### config.mk
export PLATFORM = sky130hd
export DESIGN_NAME = renderTop
export DESIGN_NICKNAME = d
export VERILOG_FILES = /design/src/logic/objectPkg.sv /design/src/logic/videoPkg.sv /design/src/logic/renderTop.sv /design/src/logic/pixelMixer.sv /design/src/logic/bulletHit.sv /design/src/logic/spriteRom.sv /design/src/logic/tankRotate.sv /design/src/logic/frameControl.sv
export VERILOG_INCLUDE_DIRS = /design/src /design/src/include
export SDC_FILE = /design/constraint.sdc
export NUM_CORES = 2
export LEC_CHECK = 0
export BUFFER_PORTS_ARGS = -buffer_cell sky130_fd_sc_hd__buf_2
export CAP_MARGIN = 20
export CELL_PAD_IN_SITES_DETAIL_PLACEMENT = 1
export CELL_PAD_IN_SITES_GLOBAL_PLACEMENT = 2
export CORE_MARGIN = 4
export CORE_UTILIZATION = 44
export DETAILED_ROUTE_END_ITERATION = 10
export HOLD_SLACK_MARGIN = 0.06
export PLACE_DENSITY_LB_ADDON = 0.05
export SLEW_MARGIN = 20
export SYNTH_ARGS = -nofsm -noshare
export SYNTH_HDL_FRONTEND = slang
export SYNTH_HIERARCHICAL = 1
export SYNTH_SLANG_ARGS = --single-unit
export TNS_END_PERCENT = 1
### constraint.sdc
create_clock -name CLK -period 11.2 [get_ports CLK]
set_input_delay 1.12 -clock CLK [delete_from_list [all_inputs] [get_ports CLK]]
set_output_delay 1.12 -clock CLK [all_outputs]
set_load 0.01 [all_outputs]
### src/include/render_defines.svh
`ifndef RENDER_DEFINES_SVH
`define RENDER_DEFINES_SVH

// Raster
`define H_ACTIVE 640
`define H_TOTAL 800
`define V_ACTIVE 480
`define V_TOTAL 525

// Sync windows are active low and end exclusive
`define H_SYNC_START 656
`define H_SYNC_END 752
`define V_SYNC_START 490
`define V_SYNC_END 492

`define PIPE_DELAY 3

// Tank box and sprite
`define TANK_HALF 10
`define SPRITE_W 20

`define NUM_BULLETS 6
`define TRANSPARENT_IDX 5
`define BG_RGB 24'h555555

`endif
### src/tankSprite.mem
// One word per sprite row, row 0 first
// Column c holds its 3-bit palette index at bits 3c+2:3c
B6DB6DB6DB6DB6D
B2CB2CB2CB2CB2C
924924924924924
6A56A56A56A56A5
492492492492492
69A69A69A69A69A
F88F88F88F88F88
6DB6DB6DB6DB6DB
492492492492492
F88F88F88F88F88
6A56A56A56A56A5
69A69A69A69A69A
6DB6DB6DB6DB6DB
492492492492492
F88F88F88F88F88
6A56A56A56A56A5
924924924924924
B2CB2CB2CB2CB2C
B6DB6DB6DB6DB6D
492492492492492

### src/logic/objectPkg.sv
package objectPkg;

	// Q1.7 where 127 is roughly +1.0
	typedef logic signed [7:0] trig_t;
	typedef logic [3:0] regAddr_t;
	typedef logic [31:0] regData_t;
	typedef logic [3:0] bulletSize_t;

	typedef enum logic [1:0] {
		HOST_IDLE,
		HOST_ACK,
		HOST_RELEASE
	} hostState_t;

	// Position word: alive[20], y[19:10], x[9:0]
	// Angle word: sin[15:8], cos[7:0]
	// Bullet word: active[24], size[23:20], y[19:10], x[9:0]
	localparam regAddr_t ADDR_POS0 = 4'd0;
	localparam regAddr_t ADDR_ANG0 = 4'd1;
	localparam regAddr_t ADDR_POS1 = 4'd2;
	localparam regAddr_t ADDR_ANG1 = 4'd3;
	localparam regAddr_t ADDR_BULLET0 = 4'd4;
	localparam regAddr_t ADDR_MODE = 4'd10;

endpackage

### src/logic/videoPkg.sv
`include "render_defines.svh"

package videoPkg;

	typedef logic [9:0] coord_t;
	typedef logic signed [10:0] delta_t;
	typedef logic [2:0] palIdx_t;
	typedef logic [23:0] rgb_t;

	// Twenty 3-bit indices with column c at bits 3c+2:3c
	typedef logic [3*`SPRITE_W-1:0] spriteRow_t;

	localparam rgb_t paletteTable [8] = '{
		24'hFF3131, 24'h312222, 24'h878888, 24'h9B9DAA,
		24'hFFEE00, 24'hFF00D6, 24'h000000, 24'hFFFFFF
	};

endpackage

### src/logic/renderTop.sv
`timescale 1ns/1ps
`include "render_defines.svh"

module renderTop (
	input logic CLK,
	input logic rstN,
	input logic req,
	input objectPkg::regAddr_t regAddr,
	input objectPkg::regData_t regData,
	output logic ack,
	output logic hSync,
	output logic vSync,
	output logic blankN,
	output logic [7:0] Red,
	output logic [7:0] Green,
	output logic [7:0] Blue
);
	import videoPkg::*;
	import objectPkg::*;

	coord_t drawX;
	coord_t drawY;
	logic active;
	logic maze;
	coord_t [1:0] tankX;
	coord_t [1:0] tankY;
	logic [1:0] tankAlive;
	trig_t [1:0] tankSin;
	trig_t [1:0] tankCos;
	coord_t [`NUM_BULLETS-1:0] bulletX;
	coord_t [`NUM_BULLETS-1:0] bulletY;
	bulletSize_t [`NUM_BULLETS-1:0] bulletSize;
	logic [`NUM_BULLETS-1:0] bulletActive;
	logic [1:0] inBox;
	logic [4:0] spriteRow [2];
	logic [4:0] spriteCol [2];
	spriteRow_t rowData [2];
	logic bulletHitW;

	frameControl uFrame (
		.CLK(CLK), .rstN(rstN), .req(req), .regAddr(regAddr), .regData(regData),
		.ack(ack), .drawX(drawX), .drawY(drawY), .active(active),
		.hSync(hSync), .vSync(vSync), .blankN(blankN),
		.tankX(tankX), .tankY(tankY), .tankAlive(tankAlive),
		.tankSin(tankSin), .tankCos(tankCos),
		.bulletX(bulletX), .bulletY(bulletY), .bulletSize(bulletSize),
		.bulletActive(bulletActive), .maze(maze)
	);

	tankRotate uRotate0 (
		.CLK(CLK), .rstN(rstN), .drawX(drawX), .drawY(drawY),
		.tankX(tankX[0]), .tankY(tankY[0]), .tankSin(tankSin[0]), .tankCos(tankCos[0]),
		.tankAlive(tankAlive[0]), .inBox(inBox[0]),
		.spriteRow(spriteRow[0]), .spriteCol(spriteCol[0])
	);

	tankRotate uRotate1 (
		.CLK(CLK), .rstN(rstN), .drawX(drawX), .drawY(drawY),
		.tankX(tankX[1]), .tankY(tankY[1]), .tankSin(tankSin[1]), .tankCos(tankCos[1]),
		.tankAlive(tankAlive[1]), .inBox(inBox[1]),
		.spriteRow(spriteRow[1]), .spriteCol(spriteCol[1])
	);

	spriteRom uRom0 (.CLK(CLK), .row(spriteRow[0]), .rowData(rowData[0]));
	spriteRom uRom1 (.CLK(CLK), .row(spriteRow[1]), .rowData(rowData[1]));

	bulletHit uBullets (
		.CLK(CLK), .rstN(rstN), .drawX(drawX), .drawY(drawY),
		.bulletX(bulletX), .bulletY(bulletY), .bulletSize(bulletSize),
		.bulletActive(bulletActive), .hit(bulletHitW)
	);

	pixelMixer uMixer (
		.CLK(CLK), .rstN(rstN), .drawX(drawX), .drawY(drawY),
		.active(active), .maze(maze), .in0(inBox[0]), .in1(inBox[1]),
		.col0(spriteCol[0]), .col1(spriteCol[1]),
		.row0Data(rowData[0]), .row1Data(rowData[1]),
		.bulletHitIn(bulletHitW), .Red(Red), .Green(Green), .Blue(Blue)
	);

endmodule

### src/logic/pixelMixer.sv
`timescale 1ns/1ps
`include "render_defines.svh"

module pixelMixer (
	input logic CLK,
	input logic rstN,
	input videoPkg::coord_t drawX,
	input videoPkg::coord_t drawY,
	input logic active,
	input logic maze,
	input logic in0,
	input logic in1,
	input logic [4:0] col0,
	input logic [4:0] col1,
	input videoPkg::spriteRow_t row0Data,
	input videoPkg::spriteRow_t row1Data,
	input logic bulletHitIn,
	output logic [7:0] Red,
	output logic [7:0] Green,
	output logic [7:0] Blue
);
	import videoPkg::*;

	coord_t xD1;
	coord_t xD2;
	coord_t yD1;
	coord_t yD2;
	logic actD1;
	logic actD2;
	logic in0D;
	logic in1D;
	logic [4:0] col0D;
	logic [4:0] col1D;
	palIdx_t idx0;
	palIdx_t idx1;
	palIdx_t team1;
	rgb_t pix;

	always_ff @(posedge CLK)
	begin
		xD1 <= drawX;
		xD2 <= xD1;
		yD1 <= drawY;
		yD2 <= yD1;
		col0D <= col0;
		col1D <= col1;
	end

	assign idx0 = row0Data[3*col0D +: 3];
	assign idx1 = row1Data[3*col1D +: 3];
	// Tank 1 shows its yellow trim in the team red
	assign team1 = (idx1 == 3'd4) ? 3'd0 : idx1;

	always_comb
	begin
		if (!actD2)
			pix = '0;
		else if (maze)
			pix = {8'(xD2 + yD2), xD2[7:0], yD2[7:0]};
		else if (in0D)
			pix = (idx0 == palIdx_t'(`TRANSPARENT_IDX)) ? `BG_RGB : paletteTable[idx0];
		else if (bulletHitIn)
			pix = '0;
		else if (in1D)
			pix = (idx1 == palIdx_t'(`TRANSPARENT_IDX)) ? `BG_RGB : paletteTable[team1];
		else
			pix = `BG_RGB;
	end

	always_ff @(posedge CLK or negedge rstN)
	begin
		if (!rstN)
		begin
			actD1 <= 1'b0;
			actD2 <= 1'b0;
			in0D <= 1'b0;
			in1D <= 1'b0;
			Red <= '0;
			Green <= '0;
			Blue <= '0;
		end
		else
		begin
			actD1 <= active;
			actD2 <= actD1;
			in0D <= in0;
			in1D <= in1;
			Red <= pix[23:16];
			Green <= pix[15:8];
			Blue <= pix[7:0];
		end
	end

endmodule

### src/logic/bulletHit.sv
`timescale 1ns/1ps
`include "render_defines.svh"

module bulletHit (
	input logic CLK,
	input logic rstN,
	input videoPkg::coord_t drawX,
	input videoPkg::coord_t drawY,
	input videoPkg::coord_t [`NUM_BULLETS-1:0] bulletX,
	input videoPkg::coord_t [`NUM_BULLETS-1:0] bulletY,
	input objectPkg::bulletSize_t [`NUM_BULLETS-1:0] bulletSize,
	input logic [`NUM_BULLETS-1:0] bulletActive,
	output logic hit
);
	import videoPkg::*;

	delta_t dxB [`NUM_BULLETS];
	delta_t dyB [`NUM_BULLETS];
	delta_t sizeB [`NUM_BULLETS];
	logic [`NUM_BULLETS-1:0] boxHit;
	logic [`NUM_BULLETS-1:0] boxReg;

	// Square of half width S around each centre
	always_comb
	begin
		for (int i = 0; i < `NUM_BULLETS; i++)
		begin
			dxB[i] = $signed({1'b0, drawX}) - $signed({1'b0, bulletX[i]});
			dyB[i] = $signed({1'b0, drawY}) - $signed({1'b0, bulletY[i]});
			sizeB[i] = delta_t'({7'b0, bulletSize[i]});
			boxHit[i] = bulletActive[i] && dxB[i] >= -sizeB[i] && dxB[i] <= sizeB[i] &&
				dyB[i] >= -sizeB[i] && dyB[i] <= sizeB[i];
		end
	end

	always_ff @(posedge CLK or negedge rstN)
	begin
		if (!rstN)
		begin
			boxReg <= '0;
			hit <= 1'b0;
		end
		else
		begin
			boxReg <= boxHit;
			hit <= |boxReg;
		end
	end

endmodule

### src/logic/spriteRom.sv
`timescale 1ns/1ps
`include "render_defines.svh"

module spriteRom (
	input logic CLK,
	input logic [4:0] row,
	output videoPkg::spriteRow_t rowData
);
	import videoPkg::*;

	spriteRow_t rom [`SPRITE_W];

	initial
	begin
		$readmemh("/design/src/tankSprite.mem", rom);
	end

	// Rows past the sprite read as zero
	always_ff @(posedge CLK)
	begin
		if (row < 5'(`SPRITE_W))
			rowData <= rom[row];
		else
			rowData <= '0;
	end

endmodule

### src/logic/tankRotate.sv
`timescale 1ns/1ps
`include "render_defines.svh"

module tankRotate (
	input logic CLK,
	input logic rstN,
	input videoPkg::coord_t drawX,
	input videoPkg::coord_t drawY,
	input videoPkg::coord_t tankX,
	input videoPkg::coord_t tankY,
	input objectPkg::trig_t tankSin,
	input objectPkg::trig_t tankCos,
	input logic tankAlive,
	output logic inBox,
	output logic [4:0] spriteRow,
	output logic [4:0] spriteCol
);
	import videoPkg::*;

	localparam logic signed [12:0] HALF = 13'(`TANK_HALF);

	delta_t dx;
	delta_t dy;
	logic signed [19:0] prodX;
	logic signed [19:0] prodY;
	logic signed [12:0] rx;
	logic signed [12:0] ry;
	logic signed [12:0] colFull;
	logic signed [12:0] rowFull;

	assign dx = $signed({1'b0, drawX}) - $signed({1'b0, tankX});
	assign dy = $signed({1'b0, drawY}) - $signed({1'b0, tankY});
	assign prodX = dx * tankCos - dy * tankSin;
	assign prodY = dx * tankSin + dy * tankCos;

	// Drop the Q1.7 fraction
	assign rx = prodX[19:7];
	assign ry = prodY[19:7];
	assign colFull = rx + HALF;
	assign rowFull = ry + HALF;

	always_ff @(posedge CLK or negedge rstN)
	begin
		if (!rstN)
			inBox <= 1'b0;
		else
			inBox <= tankAlive && rx >= -HALF && rx < HALF && ry >= -HALF && ry < HALF;
	end

	always_ff @(posedge CLK)
	begin
		spriteRow <= rowFull[4:0];
		spriteCol <= colFull[4:0];
	end

endmodule

### src/logic/frameControl.sv
`timescale 1ns/1ps
`include "render_defines.svh"

module frameControl (
	input logic CLK,
	input logic rstN,
	input logic req,
	input objectPkg::regAddr_t regAddr,
	input objectPkg::regData_t regData,
	output logic ack,
	output videoPkg::coord_t drawX,
	output videoPkg::coord_t drawY,
	output logic active,
	output logic hSync,
	output logic vSync,
	output logic blankN,
	output videoPkg::coord_t [1:0] tankX,
	output videoPkg::coord_t [1:0] tankY,
	output logic [1:0] tankAlive,
	output objectPkg::trig_t [1:0] tankSin,
	output objectPkg::trig_t [1:0] tankCos,
	output videoPkg::coord_t [`NUM_BULLETS-1:0] bulletX,
	output videoPkg::coord_t [`NUM_BULLETS-1:0] bulletY,
	output objectPkg::bulletSize_t [`NUM_BULLETS-1:0] bulletSize,
	output logic [`NUM_BULLETS-1:0] bulletActive,
	output logic maze
);
	import videoPkg::*;
	import objectPkg::*;

	localparam coord_t H_LAST = coord_t'(`H_TOTAL - 1);
	localparam coord_t V_LAST = coord_t'(`V_TOTAL - 1);

	hostState_t state;
	logic lineEnd;
	logic frameEnd;
	logic hSyncNow;
	logic vSyncNow;
	logic hostWrite;
	logic isBullet;
	logic tankSel;
	logic [2:0] bulletSel;
	logic [`PIPE_DELAY-1:0] hDly;
	logic [`PIPE_DELAY-1:0] vDly;
	logic [`PIPE_DELAY-1:0] bDly;

	coord_t [1:0] pendX;
	coord_t [1:0] pendY;
	logic [1:0] pendAlive;
	trig_t [1:0] pendSin;
	trig_t [1:0] pendCos;
	coord_t [`NUM_BULLETS-1:0] pendBX;
	coord_t [`NUM_BULLETS-1:0] pendBY;
	bulletSize_t [`NUM_BULLETS-1:0] pendBS;
	logic [`NUM_BULLETS-1:0] pendBA;
	logic pendMaze;

	assign lineEnd = drawX == H_LAST;
	assign frameEnd = lineEnd && drawY == V_LAST;
	assign active = drawX < coord_t'(`H_ACTIVE) && drawY < coord_t'(`V_ACTIVE);
	assign hSyncNow = !(drawX >= coord_t'(`H_SYNC_START) && drawX < coord_t'(`H_SYNC_END));
	assign vSyncNow = !(drawY >= coord_t'(`V_SYNC_START) && drawY < coord_t'(`V_SYNC_END));

	always_ff @(posedge CLK or negedge rstN)
	begin
		if (!rstN)
		begin
			drawX <= '0;
			drawY <= '0;
		end
		else if (lineEnd)
		begin
			drawX <= '0;
			drawY <= (drawY == V_LAST) ? '0 : drawY + 1'b1;
		end
		else
			drawX <= drawX + 1'b1;
	end

	// Sync and blank follow the pixel pipeline
	always_ff @(posedge CLK or negedge rstN)
	begin
		if (!rstN)
		begin
			hDly <= '1;
			vDly <= '1;
			bDly <= '0;
		end
		else
		begin
			hDly <= {hDly[`PIPE_DELAY-2:0], hSyncNow};
			vDly <= {vDly[`PIPE_DELAY-2:0], vSyncNow};
			bDly <= {bDly[`PIPE_DELAY-2:0], active};
		end
	end

	assign hSync = hDly[`PIPE_DELAY-1];
	assign vSync = vDly[`PIPE_DELAY-1];
	assign blankN = bDly[`PIPE_DELAY-1];

	always_ff @(posedge CLK or negedge rstN)
	begin
		if (!rstN)
			state <= HOST_IDLE;
		else
			case (state)
				HOST_IDLE: if (req) state <= HOST_ACK;
				HOST_ACK: if (!req) state <= HOST_RELEASE;
				HOST_RELEASE: state <= HOST_IDLE;
				default: state <= HOST_IDLE;
			endcase
	end

	assign ack = state == HOST_ACK;
	assign hostWrite = state == HOST_IDLE && req;

	// Tank 1 owns addresses 2 and 3
	assign tankSel = regAddr[1];
	assign isBullet = regAddr >= ADDR_BULLET0 &&
		regAddr < ADDR_BULLET0 + regAddr_t'(`NUM_BULLETS);
	assign bulletSel = 3'(regAddr - ADDR_BULLET0);

	always_ff @(posedge CLK or negedge rstN)
	begin
		if (!rstN)
		begin
			pendX <= '0;
			pendY <= '0;
			pendAlive <= '0;
			pendSin <= '0;
			pendCos <= '0;
			pendBX <= '0;
			pendBY <= '0;
			pendBS <= '0;
			pendBA <= '0;
			pendMaze <= 1'b0;
		end
		else if (hostWrite)
		begin
			case (regAddr)
				ADDR_POS0, ADDR_POS1:
				begin
					pendAlive[tankSel] <= regData[20];
					pendY[tankSel] <= regData[19:10];
					pendX[tankSel] <= regData[9:0];
				end
				ADDR_ANG0, ADDR_ANG1:
				begin
					pendSin[tankSel] <= regData[15:8];
					pendCos[tankSel] <= regData[7:0];
				end
				ADDR_MODE: pendMaze <= regData[0];
				default:
					if (isBullet)
					begin
						pendBA[bulletSel] <= regData[24];
						pendBS[bulletSel] <= regData[23:20];
						pendBY[bulletSel] <= regData[19:10];
						pendBX[bulletSel] <= regData[9:0];
					end
			endcase
		end
	end

	// Swap on the last pixel so (0,0) already sees the new bank
	always_ff @(posedge CLK or negedge rstN)
	begin
		if (!rstN)
		begin
			tankX <= '0;
			tankY <= '0;
			tankAlive <= '0;
			tankSin <= '0;
			tankCos <= '0;
			bulletX <= '0;
			bulletY <= '0;
			bulletSize <= '0;
			bulletActive <= '0;
			maze <= 1'b0;
		end
		else if (frameEnd)
		begin
			tankX <= pendX;
			tankY <= pendY;
			tankAlive <= pendAlive;
			tankSin <= pendSin;
			tankCos <= pendCos;
			bulletX <= pendBX;
			bulletY <= pendBY;
			bulletSize <= pendBS;
			bulletActive <= pendBA;
			maze <= pendMaze;
		end
	end

endmodule

==> impl_metrics.toml <==
[grt]
grt_pass1_wl_um = 271600
antenna_found_initial = 29
grt_pass1_vias = 46590
grt.total_usage_pct = 23.88
overflow = 0
grt_max_degree = 130

[clocking]
h-tree-depth = 3
post_cts_buffers = 0
cts_inserted_buffers = 70
post_cts_resized = 0
root_buffer = "clkbuf_16"
clock_sinks = 570
clkLatencyLatePin_ns = 0.68
cts_hold_buf = 0
clock_path_buffers = 3
tritoncts = "done"
path_clk_slew_ns = 0.06

[route]
drt_iter0_markers = 1869
ant_nets = 0
dr_total_vias = 42740
dr.pass1.iters = 5
wl_per_cell_um = 21.37
drc = 0
via_per_inst = 5.275
drt_wl_total_um = 173100

[critical_path]
endpoint = "uRotate0/inBox"
cp_data_arrival_time_ns = 10.39
worst_setup_path_start_kind = "flop"
path_common_cell = "fa_1"
r2r_slack_ns = 1.35
critical_path_class = "reg2reg"
reg2reg_depth = 29
crit_fanout = 16
r2r-start = "uFrame/drawY[2]"
critPathLaunch = "uFrame/drawY[2]"
cp_slowest_cell = "dfrtp_1"
cp-end-kind = "flop"
cpPeakStageDelay_ns = 0.84
worstPathRequired_ns = 11.74
rr_endpoint = "uRotate0/inBox"

[floorplanning]
start_util_pct = 44.49
die_area_sq_mm = 0.1479
die_h_um = 384.6
core_area_sq_mm = 0.1402
rows = 137
die_width_um = 384.6
num_io_pins = 67

[placement]
place_congestion = 0.8932
post-dp-hpwl_um = 132500
placed_area_sq_mm = 0.06461
port-buffer-count = 59

[finish]
nFillCells = 15690
areaGrowthSynthToFinish_pct = 7.665
multi_input_area_sq_mm = 0.04291
stdcell_area_sq_mm = 0.06717
seq_area_sq_mm = 0.01401
nets = 7545
drive_gt1_share_pct = 13.59

[timing]
drv_slew = 0
rsz0062_at_grt = "no"
fmax_mhz = 101.5
finalSetupViolations = 0
relSlewSlack_pct = 19.52
fin_skew_ns = 0.05754
worst_pin_slew_ns = 1.196
fin_crit_sh_pct = 87.98
min_period_ns = 9.854
final_hold_viol_count = 0
finalSetupTns_ns = 0

[yosys]
ys_warn_count = 6
synthCells = 6125
synth_area_per_cell_sq_um = 10.19
netlist_area_sq_mm = 0.06239

[worst_hold_path]
hold_path.class = "reg2reg"

[flow_run]
max-cap-violations = 0

[power]
peakVddDrop_uv = 124.2
total_power_mw = 5.080
p_per_area_mw_per_mm2 = 75.63
p_leak_nw = 32.26

[outcome]
status = "complete, no violations"
==> through the flow <==
step	hold slack (ns)	utilization, %	cells	worst slack [ns]
floorplan	0.3096	-	6243	2.453
global placement	0.3107	46.07	7963	1.387
detailed placement	0.3132	46.08	7963	1.322
CTS	0.3243	47.88	8088	1.279
global route	0.3273	47.89	8091	0.8602
finish	0.3230	47.90	8101	1.346
==> worst max-delay path: cells and delay by family (launching register included) <==
family / cells / cell delay (ns)
flops: 1 / 0.84
fa+ha+maj: 8 / 3.86
simple gates: 4 / 1.49
buf+inv: 4 / 0.28
xor+xnor: 1 / 0.12
compound gates: 12 / 3.10
==> power by group <==
part / internal (mW) / switching [mW] / total [mW]
clock network: 1.49 / 0.976 / 2.47
logic: 0.154 / 0.147 / 0.301
registers: 2.23 / 0.0818 / 2.31
==> worst min-delay path by stage <==
stage | from | to | slack [ns] | cells past startpoint
after floorplan | uRotate0/spriteCol[0] | uMixer/col0D[0] | 0.31 | 0
after global placement | uMixer/yD1[2] | uMixer/yD2[2] | 0.31 | 0
after detailed placement | uRotate1/spriteCol[0] | uMixer/col1D[0] | 0.31 | 0
after CTS | uRotate1/spriteCol[0] | uMixer/col1D[0] | 0.32 | 0
after global routing | uRotate0/spriteCol[4] | uMixer/col0D[4] | 0.33 | 0
final | uRotate1/spriteCol[0] | uMixer/col1D[0] | 0.32 | 0
==> cell usage in the layout, fill, tap and decap left out, types with 78 or more instances in the layout <==
cell type     n
a21oi_1     133
nand2_1     340
mux2_2      441
and2_1      304
xnor2_1     143
nor2b_1     150
fa_1        739
inv_1      1117
ha_1        608
nor2_1      190
xor2_1       78
o21ai_0     105
conb_1      120
buf_4       107
dfrtp_1     510
==> area by class of cell <==
class	instances	share of cell area, %
Multi-Input combinational cell	4231	63.88
Sequential cell	570	20.86
Inverter	1118	6.248
Tap cell	1876	3.494
Clock buffer	98	3.019
Timing Repair Buffer	168	1.710
Clock inverter	27	0.7358
Antenna cell	13	0.04843
==> layer usage <==
metal  share of wire [%]  track usage [%]  up-vias  wire length [um]
li1                    -                -    19690                 -
met1                  46            32.88    22300             80150
met2                  48            40.64      573             83670
met3                 3.3            2.810      176              5644
met4                 2.1            5.071        2              3605
met5              0.0075                0        -                13
==> flip-flops by register name, indices dropped and copies added, names as in the netlist, 8 cells and up <==
| name | flops |
|---|---|
| uFrame/pendBS | 24 |
| uFrame/tankCos | 16 |
| uFrame/tankX | 20 |
| uFrame/drawX | 10 |
| uFrame/bulletY | 60 |
| uFrame/pendY | 20 |
| uMixer/xD1 | 8 |
| uFrame/pendSin | 16 |
| uMixer/yD2 | 8 |
| uFrame/bulletSize | 24 |
| uFrame/pendCos | 16 |
| uMixer/Blue | 8 |
| uFrame/pendBY | 60 |
| uFrame/drawY | 10 |
| uMixer/yD1 | 8 |
| uMixer/Red | 8 |
| uFrame/pendX | 20 |
| uMixer/Green | 8 |
| uFrame/tankSin | 16 |
| uMixer/xD2 | 8 |
| uFrame/pendBX | 60 |
| uFrame/tankY | 20 |
| uFrame/bulletX | 60 |
Note: power is estimated with default switching activity, not from simulation.
